File: src/csi2_pkg.sv
`default_nettype none

package csi2_pkg;

  // one merged word from the lanes.
  typedef struct packed {
    logic        valid;
    logic [31:0] data;
  } lane_word_t;

  // field layout of the low 30 bits of a header word.
  typedef struct packed {
    logic [5:0]  ecc;
    logic [15:0] wc;
    logic [1:0]  vc;
    logic [5:0]  dt;
  } pkt_header_t;

  typedef struct packed {
    logic [1:0]  vc;
    logic [5:0]  dt;
    logic [15:0] wc;
    logic        is_long;
    logic        ecc_err;
    logic        ecc_corrected;
    logic        crc_err;       // zero for short packets.
  } pkt_report_t;

  typedef enum logic [1:0] {
    IDLE,
    HDR_WAIT,
    PAYLOAD,
    CRC_WORD
  } trk_state_t;

  // data bits 23:0 feeding each of the six ecc parity bits.
  localparam logic [5:0][23:0] ECC_PAR_MASK = '{
    0: 24'hF12CB7,
    1: 24'hF2555B,
    2: 24'h749A6D,
    3: 24'hB8E38E,
    4: 24'hDF03F0,
    5: 24'hEFFC00
  };

  localparam logic [5:0]  LONG_DT_MIN   = 6'h10;
  localparam logic [15:0] CRC_POLY_REFL = 16'h8408;
  localparam logic [15:0] CRC_INIT      = 16'hFFFF;

  // 0..23 data bit in error, 30 parity bit in error, 31 uncorrectable.
  function automatic logic [4:0] ecc_bit_pos(input logic [5:0] syndrome);
    logic [4:0] pos;
    logic [5:0] column;
    pos = 5'd31;
    if (syndrome != 6'd0 && (syndrome & (syndrome - 6'd1)) == 6'd0)
      pos = 5'd30;
    for (int i = 0; i < 24; i++)
    begin
      for (int k = 0; k < 6; k++)
        column[k] = ECC_PAR_MASK[k][i];
      if (column == syndrome)
        pos = 5'(i);                // syndrome equals the column of bit i.
    end
    return pos;
  endfunction

endpackage

`default_nettype wire

File: src/csi2_hamming_dec.sv
`timescale 1ns/10ps
`default_nettype none

module csi2_hamming_dec
(
  input  logic                 clk_i,
  input  logic                 srst_i,
  input  csi2_pkg::lane_word_t word_i,
  input  logic                 pkt_done_i,
  output csi2_pkg::lane_word_t hdr_word_o,
  output logic                 err_o,
  output logic                 corrected_o
);

logic [5:0]  parity;
logic [5:0]  syndrome;
logic        valid_d;
logic [31:0] data_d;
logic        err_d;
logic [4:0]  pos_d;
logic        hdr_seen;
logic        first_hdr;
logic        out_valid;
logic [31:0] out_data;

always_comb
begin
  for (int k = 0; k < 6; k++)
    parity[k] = ^(word_i.data[23:0] & csi2_pkg::ECC_PAR_MASK[k]);
end

assign syndrome  = parity ^ word_i.data[29:24];
assign first_hdr = valid_d && !hdr_seen; // only the first word of a packet is a header.

// stage one.
always_ff @(posedge clk_i)
begin
  if (srst_i)
    valid_d <= 1'b0;
  else
    valid_d <= word_i.valid;
end

always_ff @(posedge clk_i)
begin
  data_d <= word_i.data;
  err_d  <= (syndrome != 6'd0);
  pos_d  <= csi2_pkg::ecc_bit_pos(syndrome);
end

always_ff @(posedge clk_i)
begin
  if (srst_i)
    hdr_seen <= 1'b0;
  else if (pkt_done_i)
    hdr_seen <= 1'b0;
  else if (first_hdr)
    hdr_seen <= 1'b1;
end

// flags hold until the packet ends.
always_ff @(posedge clk_i)
begin
  if (srst_i || pkt_done_i)
  begin
    err_o       <= 1'b0;
    corrected_o <= 1'b0;
  end
  else if (first_hdr && err_d)
  begin
    err_o       <= 1'b1;
    corrected_o <= (pos_d != 5'd31);
  end
end

// stage two.
always_ff @(posedge clk_i)
begin
  if (srst_i)
    out_valid <= 1'b0;
  else
    out_valid <= valid_d;
end

always_ff @(posedge clk_i)
begin
  out_data <= data_d;
  if (first_hdr && err_d && pos_d < 5'd24)
    out_data[pos_d] <= ~data_d[pos_d]; // parity bit errors leave the data alone.
end

assign hdr_word_o = '{valid: out_valid, data: out_data};

endmodule

`default_nettype wire

File: src/csi2_crc_chk.sv
`timescale 1ns/10ps
`default_nettype none

module csi2_crc_chk
(
  input  logic                 clk_i,
  input  logic                 srst_i,
  input  csi2_pkg::lane_word_t word_i,
  input  logic                 payload_i,
  input  logic                 crc_word_i,
  input  logic                 pkt_done_i,
  output logic                 crc_done_o,
  output logic                 crc_err_o
);

logic [15:0] crc;

// reflected crc-16 over four bytes, bit 0 of the word first.
function automatic logic [15:0] crc_fold(input logic [15:0] crc_in,
                                         input logic [31:0] data);
  logic [15:0] acc;
  logic        fb;
  acc = crc_in;
  for (int i = 0; i < 32; i++)
  begin
    fb  = acc[0] ^ data[i];
    acc = acc >> 1;
    if (fb)
      acc = acc ^ csi2_pkg::CRC_POLY_REFL;
  end
  return acc;
endfunction

always_ff @(posedge clk_i)
begin
  if (srst_i)
    crc <= csi2_pkg::CRC_INIT;
  else if (pkt_done_i)
    crc <= csi2_pkg::CRC_INIT;  // re-arm for the next packet.
  else if (payload_i)
    crc <= crc_fold(crc, word_i.data);
end

always_ff @(posedge clk_i)
begin
  if (srst_i)
    crc_done_o <= 1'b0;
  else
    crc_done_o <= crc_word_i;
end

always_ff @(posedge clk_i)
begin
  if (crc_word_i)
    crc_err_o <= (crc != word_i.data[15:0]); // no final xor.
end

endmodule

`default_nettype wire

File: src/csi2_pkt_tracker.sv
`timescale 1ns/10ps
`default_nettype none

module csi2_pkt_tracker
(
  input  logic                  clk_i,
  input  logic                  srst_i,
  input  csi2_pkg::lane_word_t  word_i,
  input  csi2_pkg::lane_word_t  hdr_word_i,
  input  logic                  ecc_err_i,
  input  logic                  ecc_corrected_i,
  input  logic                  crc_done_i,
  input  logic                  crc_err_i,
  output logic                  payload_o,
  output logic                  crc_word_o,
  output logic                  pkt_done_o,
  output logic                  report_valid_o,
  output csi2_pkg::pkt_report_t report_o
);

csi2_pkg::trk_state_t  state;
csi2_pkg::pkt_header_t hdr;
logic [13:0]           words_left;
logic                  hdr_long;
logic                  hdr_take;

assign hdr      = csi2_pkg::pkt_header_t'(hdr_word_i.data[29:0]);
assign hdr_long = (hdr.dt >= csi2_pkg::LONG_DT_MIN);
assign hdr_take = (state == csi2_pkg::HDR_WAIT) && hdr_word_i.valid;

assign payload_o  = (state == csi2_pkg::PAYLOAD) && word_i.valid;
assign crc_word_o = (state == csi2_pkg::CRC_WORD) && word_i.valid;
assign pkt_done_o = report_valid_o; // the report also re-arms both checkers.

always_ff @(posedge clk_i)
begin
  if (srst_i)
  begin
    state          <= csi2_pkg::IDLE;
    words_left     <= '0;
    report_valid_o <= 1'b0;
  end
  else
  begin
    report_valid_o <= 1'b0;
    case (state)
      csi2_pkg::IDLE:
        if (word_i.valid)
          state <= csi2_pkg::HDR_WAIT;
      csi2_pkg::HDR_WAIT:
        if (hdr_word_i.valid)
        begin
          words_left <= hdr.wc[15:2];
          if (!hdr_long)
          begin
            report_valid_o <= 1'b1;
            state          <= csi2_pkg::IDLE;
          end
          else if (hdr.wc[15:2] == 14'd0)
            state <= csi2_pkg::CRC_WORD;
          else
            state <= csi2_pkg::PAYLOAD;
        end
      csi2_pkg::PAYLOAD:
        if (word_i.valid)
        begin
          words_left <= words_left - 14'd1;
          if (words_left == 14'd1)
            state <= csi2_pkg::CRC_WORD;
        end
      csi2_pkg::CRC_WORD:
        if (crc_done_i)             // crc word was the cycle before.
        begin
          report_valid_o <= 1'b1;
          state          <= csi2_pkg::IDLE;
        end
      default:
        state <= csi2_pkg::IDLE;
    endcase
  end
end

always_ff @(posedge clk_i)
begin
  if (hdr_take)
  begin
    report_o.vc            <= hdr.vc;
    report_o.dt            <= hdr.dt;
    report_o.wc            <= hdr.wc;
    report_o.is_long       <= hdr_long;
    report_o.ecc_err       <= ecc_err_i;
    report_o.ecc_corrected <= ecc_corrected_i;
    report_o.crc_err       <= 1'b0;
  end
  else if (state == csi2_pkg::CRC_WORD && crc_done_i)
    report_o.crc_err <= crc_err_i;
end

endmodule

`default_nettype wire

File: src/csi2_rx_top.sv
`timescale 1ns/10ps
`default_nettype none

module csi2_rx_top
(
  input  logic                  clk_i,
  input  logic                  srst_i,
  input  csi2_pkg::lane_word_t  word_i,
  output logic                  report_valid_o,
  output csi2_pkg::pkt_report_t report_o
);

csi2_pkg::lane_word_t hdr_word;
logic                 ecc_err;
logic                 ecc_corrected;
logic                 payload;
logic                 crc_word;
logic                 crc_done;
logic                 crc_err;
logic                 pkt_done;

csi2_hamming_dec hamming_dec_i (
  .clk_i           ( clk_i          ),
  .srst_i          ( srst_i         ),
  .word_i          ( word_i         ),
  .pkt_done_i      ( pkt_done       ),
  .hdr_word_o      ( hdr_word       ),
  .err_o           ( ecc_err        ),
  .corrected_o     ( ecc_corrected  )
);

// runs beside the decoder on the raw stream.
csi2_crc_chk crc_chk_i (
  .clk_i           ( clk_i          ),
  .srst_i          ( srst_i         ),
  .word_i          ( word_i         ),
  .payload_i       ( payload        ),
  .crc_word_i      ( crc_word       ),
  .pkt_done_i      ( pkt_done       ),
  .crc_done_o      ( crc_done       ),
  .crc_err_o       ( crc_err        )
);

csi2_pkt_tracker pkt_tracker_i (
  .clk_i           ( clk_i          ),
  .srst_i          ( srst_i         ),
  .word_i          ( word_i         ),
  .hdr_word_i      ( hdr_word       ),
  .ecc_err_i       ( ecc_err        ),
  .ecc_corrected_i ( ecc_corrected  ),
  .crc_done_i      ( crc_done       ),
  .crc_err_i       ( crc_err        ),
  .payload_o       ( payload        ),
  .crc_word_o      ( crc_word       ),
  .pkt_done_o      ( pkt_done       ),
  .report_valid_o  ( report_valid_o ),
  .report_o        ( report_o       )
);

endmodule

`default_nettype wire

File: config.mk
export PLATFORM = sky130hd
export DESIGN_NAME = csi2_rx_top
export DESIGN_NICKNAME = d
export VERILOG_FILES = /design/src/csi2_pkg.sv /design/src/csi2_hamming_dec.sv /design/src/csi2_crc_chk.sv /design/src/csi2_pkt_tracker.sv /design/src/csi2_rx_top.sv
export SDC_FILE = /design/constraint.sdc
export NUM_CORES = 1
export LEC_CHECK = 0
export BUFFER_PORTS_ARGS = -buffer_cell sky130_fd_sc_hd__buf_2
export CELL_PAD_IN_SITES_DETAIL_PLACEMENT = 1
export CELL_PAD_IN_SITES_GLOBAL_PLACEMENT = 1
export CORE_MARGIN = 2
export CORE_UTILIZATION = 45
export CTS_CLUSTER_SIZE = 10
export DETAILED_ROUTE_END_ITERATION = 16
export PLACE_DENSITY = 0.86
export SLEW_MARGIN = 15
export SYNTH_ARGS = -nofsm -noshare
export SYNTH_HDL_FRONTEND = slang
export SYNTH_SLANG_ARGS = --single-unit
File: constraint.sdc
create_clock -name clk_i -period 2.9 [get_ports clk_i]
set_input_delay 0 -clock clk_i [delete_from_list [all_inputs] [get_ports clk_i]]
set_output_delay 0 -clock clk_i [all_outputs]
set_load 0.02 [all_outputs]
==> results of run 1 <==
## through the flow
| stage | area (um2) | util | setup TNS, ps |
|---|---|---|---|
| after floorplan | 7140 | - | 0 |
| after global placement | 7750 | 0.494 | 0 |
| after detailed placement | 7750 | 0.494 | 0 |
| after CTS | 8720 | 0.555 | 0 |
| after global routing | 8820 | 0.561 | -21.5 |
| final | 8820 | 0.561 | 0 |
## registers in the layout, summed over array words and instances (netlist names), named ones only
register / count
crc_chk_i.crc_done_o: 1
crc_chk_i.crc: 16
pkt_tracker_i.pkt_done_o: 1
hamming_dec_i.hdr_seen: 1
hamming_dec_i.out_valid: 1
hamming_dec_i.valid_d: 1
hamming_dec_i.err_d: 1
hamming_dec_i.err_o: 1
hamming_dec_i.pos_d: 5
pkt_tracker_i.state: 1
hamming_dec_i.data_d: 32
pkt_tracker_i.report_o: 28
pkt_tracker_i.words_left: 14
hamming_dec_i.out_data: 24
hamming_dec_i.corrected_o: 1
crc_chk_i.crc_err_o: 1
## routing by layer
layer	vias up	GRT usage
met4	0	0.132
met3	72	0.0656
li1	2629	-
met2	286	0.482
met1	2920	0.324
met5	-	0
## final cells by class
type / count / area, um2
clock inverters: 7 / 93.8
fillers: 1698 / 6890
inverters: 7 / 26.3
flip-flops and latches: 130 / 2880
multi-input cells: 508 / 4130
well taps: 216 / 270
clock buffers: 25 / 527
repair buffers: 126 / 886
diodes: 2 / 5.00
## how the worst max path moves through the flow
stage	slack [ps]	cells after the start	end	from
final	30	10	hamming_dec_i.pos_d[0]	word_i[5]
after global routing	-10	10	hamming_dec_i.pos_d[1]	word_i[0]
after CTS	30	9	hamming_dec_i.pos_d[0]	word_i[0]
after detailed placement	160	8	hamming_dec_i.pos_d[0]	word_i[0]
after global placement	240	9	hamming_dec_i.pos_d[1]	word_i[0]
after floorplan	380	8	crc_chk_i.crc[1]	crc_chk_i.crc[1]
## layout by cell type, fill, tap and decap left out, drive strengths merged, types with 7 or more instances in the layout
master,n
xnor2,98
nor4,10
inv,7
nand2b,7
a21oi,34
dfxtp,102
xor2,32
a211oi,7
o22ai,7
clkbuf,25
nand3,15
dlygate4sd3,34
o211ai,12
xnor3,22
o21ai,32
nor2,61
nand4,7
mux2,21
edfxtp,28
mux4,8
nor3,22
nand2,51
buf,92
## where the power goes
group          leakage (nW)  switching (mW)  internal [mW]  total [mW]
combinational          2.10            2.24           1.76        4.01
clock                 0.301           0.786           1.43        2.22
sequential             1.10           0.146           1.96        2.11
total                  3.50            3.18           5.16        8.33
## kinds of logic (layout without fill, tap and decap cells)
family	after synthesis	count (layout)	synth area share
other cells	0	2	0
xor+xnor	157	157	0.275
mux	31	31	0.0612
simple gates	202	202	0.135
fa+ha+maj	2	2	0.00351
buf+inv	38	165	0.0212
compound gates	116	116	0.100
flops	130	130	0.404
## worst max-delay path, stage by stage
cell	delay, ps
dlygate4sd3_1	530
buf_2	200
xnor2_1	480
xnor3_1	350
xnor3_1	520
buf_4	270
nor2_1	100
a21oi_1	240
o211ai_1	160
a222oi_1	320
## repair_timing
item | CTS | global route
buffers inserted | 0 | 8
hold buffers | 34 | 0
hold endpoints to repair | 37 | 0
setup endpoints to repair | 0 | 8
resized for setup | 0 | 5
==> flow_summary.yaml, run 1 <==
run_status:
  status: "finished clean"
logic_synthesis:
  synth-async-reset-ratio: 0
  synth_seq_cells: 130
  yosys_warnings: 0
  ys_seq_area_frac: 0.404
  syn-instance-count: 676
  syn_area_um2: 7140
  synth_ff_type: "dfxtp_1"
  yosysTopAreaCell: "dfxtp_1"
  synth_edf_count: 28
  synth_cell_types: 62
  syn_area_per_cell_um2: 10.6
  yosysMostFrequentCell: "dfxtp_1"
  yosys.area.top_type_share: 0.286
  synth_area_leaders: "dfxtp_1, edfxtp_1, xnor2_1"
  synth_fp_nets: 713
  synth_common_cells: "dfxtp_1, xnor2_1, nor2_1"
drt:
  drc: 0
  drt_pass1_iterations: 7
  routed_wl_mm: 23.1
  vias: 5907
  wl_per_cell_um: 22.6
  routed-wl-met2_mm: 11.7
  wl_met3_mm: 1.41
  vias_per_cell: 5.79
  wl_met1_mm: 9.07
  maxUsedRoutingLayer: "met4"
  antenna_left: 0
  drt-initial-drc-count: 491
grt:
  grt_pass1_wl_mm: 34.7
  grtUsageTotal: 0.278
  grt_start_max_net_pins: 25
  grt_pass1_vias: 6107
  overflow: 0
  antenna_found_initial: 2
critical_path:
  crit_required_ps: 3210
  reg2reg_slack_ps: 130
  r2r_start: "crc_chk_i.crc[5]"
  path_max_fanout: 9
  cp.arrival_ps: 3180
  critPathLaunchType: "primary input"
  crit_path_end_kind: "flip-flop"
  rr_worst_depth: 7
  path_class: "primary input to flip-flop"
  r2r_end: "crc_chk_i.crc[7]"
finish:
  syn2layout_area_growth_pct: 23.6
  drive_above_1_share: 0.232
  final_cells: 1021
  final_nets: 827
min_path:
  worstHoldPathCells: 2
  min_to: "hamming_dec_i.data_d[30]"
  hp-class: "primary input to flip-flop"
  hp-start: "word_i[30]"
die:
  coreArea_um2: 15700
  die_area_um2: 16900
  fp.dieH_um: 130
  die_w_um: 130
  initial_core_util: 0.454
  num_rows: 46
  io_pins: 64
power_and_ir_drop:
  ir_worst_vdd_mv: 0.660
  finalPower_mw: 8.33
  leakage_nw: 3.50
  powerDensity_nw_per_um2: 944
place:
  dp_cells: 945
  port_buffers: 63
  place.gp.congestion: 0.988
  place_ws_ps: 156
  dp_hpwl_mm: 15.7
cts:
  htreeDepth: 4
  cts_tree: "yes"
  numCtsBuffers: 17
  clk_latency_ps: 420
  clk_pin_slew_ps: 50
  cts.sinks: 130
  cts_root_buf: "clkbuf_16"
  cts_buffer_depth: 2
timing:
  post-route-period-util: 0.991
  tightest_slew_ps: 705
  finClkSkew_ps: 8.85
  fin_crit_ps: 2870
  hold_violations: 0
  slew_headroom: 0.530
  holdWs_ps: 296
  finalSetupViolations: 0
  fmax_ghz: 0.348
  drv_slew: 0
  setup_slack_ps: 26.9
flow_run:
  max-cap-violations: 0
Power figures use the tool's default switching activity.
==> run 2, diff against run 1 <==
Settings changed: BUFFER_PORTS_ARGS -buffer_cell sky130_fd_sc_hd__buf_2 to not set, CORE_MARGIN 2 to 3, DONT_BUFFER_PORTS set to 1, PLACE_DENSITY 0.86 to 0.82.
==> flow_summary.yaml, run 2 (synthesized netlist as in run 1, its figures left out) <==
finish:
  syn2layout_area_growth_pct: 18.3
  layout_commonest_cell: "dfxtp_1"
  final_nets: 759
  final_cell_mix: "dfxtp_1, xnor2_1, nor2_1"
  largest_reg_flops: 32
  drive_above_1_share: 0.166
  final_cells: 946
  fin_area_um2: 8440
  antenna_cells: 0
  postLayoutCoreUtil: 0.549
  largestRegisters: "hamming_dec_i.data_d (32), pkt_tracker_i.report_o (28), hamming_dec_i.out_data (24)"
  regMostFlops: "hamming_dec_i.data_d"
drt:
  drt-initial-drc-count: 537
  wl_met1_mm: 9.43
  routed-wl-met2_mm: 11.9
  wl_met3_mm: 1.39
  antenna_left: 0
  wl_per_cell_um: 25.0
  routed_wl_mm: 23.6
  maxUsedRoutingLayer: "met4"
  drc: 0
  vias_per_cell: 5.97
  vias: 5644
  drt_pass1_iterations: 6
critical_path:
  path_class: "flip-flop to flip-flop"
  crit_path_end_kind: "flip-flop"
  critPathLaunchType: "flip-flop"
  path_max_fanout: 4
  cp.arrival_ps: 3090
  rr_worst_depth: 9
  crit_required_ps: 3210
power_and_ir_drop:
  p_clk_frac: 0.268
  combPwrFrac: 0.465
  seqPwrFrac: 0.267
  finalPower_mw: 8.10
  powerDensity_nw_per_um2: 960
  swShare: 0.401
  ir_worst_vdd_mv: 0.713
  power_switching_mw: 3.25
  internal_power_mw: 4.85
  leakage_nw: 3.23
cts:
  cts_buffer_depth: 2
  htreeDepth: 4
  clk_latency_ps: 430
  cts_root_buf: "clkbuf_16"
  cts.sinks: 130
  clk_pin_slew_ps: 60
  numCtsBuffers: 17
  cts_tree: "yes"
grt:
  overflow: 0
  grt_start_max_net_pins: 29
  antenna_found_initial: 0
  grtUsageTotal: 0.277
  grt_pass1_wl_mm: 36.9
  grt_pass1_vias: 5950
timing:
  fmax_ghz: 0.360
  post-route-period-util: 0.958
  hold_violations: 0
  finClkSkew_ps: 15.5
  fin_crit_ps: 2780
  finalSetupTns_ps: 0
  holdWs_ps: 56.2
  tightest_slew_ps: 919
  slew_headroom: 0.387
  drv_slew: 0
  setup_slack_ps: 122
  rsz0062_at_grt: "no"
  finalSetupViolations: 0
die:
  io_pins: 64
  initial_core_util: 0.464
  fp.dieH_um: 132
  coreArea_um2: 15400
  die_w_um: 132
  num_rows: 45
  die_area_um2: 17400
min_path:
  worstHoldPathCells: 3
  hp-class: "primary input to flip-flop"
place:
  port_buffers: 0
  dp_hpwl_mm: 15.5
  dp_cells: 878
  place.gp.congestion: 0.956
  place_area_um2: 7440
  place_ws_ps: 194
flow_run:
  max-cap-violations: 0
run_status:
  status: "finished clean"
-- run 2: cell types whose count changed in the layout (fill, tap and decap cells not counted), moves of 3 or more --
cell / change
buf_4: -5
xnor2_1: -3
clkinv_4: +3
xnor2_2: +3
inv_6: +3
buf_2: -63
inv_8: +3
clkbuf_8: -5
-- run 2: routing by layer --
layer | global-route usage | vias up
met5 | 0 | -
met4 | 0.119 | 0
met3 | 0.0653 | 65
met2 | 0.479 | 245
met1 | 0.330 | 2831
li1 | - | 2503
-- run 2: final timing paths --
check	from	end	slack (ps)
setup / recovery	crc_chk_i.crc[0]	crc_chk_i.crc[3]	120
hold / removal	word_i[19]	crc_chk_i.crc[3]	60
setup reg to reg	crc_chk_i.crc[0]	crc_chk_i.crc[3]	120
hold reg to reg	hamming_dec_i.out_data[0]	pkt_tracker_i.report_o[20]	410
-- run 2: worst max-delay path, cell delays in order, from the launching register on --
cell and delay [ps]:
dfxtp_1 330, xnor2_1 150, buf_4 170, xnor2_1 460, xnor3_2 580, xor2_2 330, xnor2_2 190, xnor2_1 180
xnor2_1 160, o21ai_1 90
-- run 2: timing repair --
item                                    in CTS  in global routing
hold buffers                                35                  0
endpoints found under the setup margin       0                  5
buffers inserted                             0                  1
hold endpoints to repair                    66                  0
resized for setup                            0                  7
-- run 2: layout make-up --
class,instances,area (um2)
well taps,211,264
repair buffers,58,523
fillers,1607,6930
multi-input cells,508,4150
inverters,7,26.3
clock buffers,17,425
clock inverters,15,173
flip-flops and latches,130,2880
-- run 2: power groups by stage --
stage / Combinational, mW / Sequential (mW) / Clock, mW
finish: 3.76 / 2.16 / 2.17
global route: 4.02 / 2.18 / 2.31
CTS: 3.57 / 2.16 / 2.17
detailed placement: 3.48 / 2.20 / 0
global placement: 3.36 / 2.18 / 0
floorplan: 2.88 / 2.04 / 0
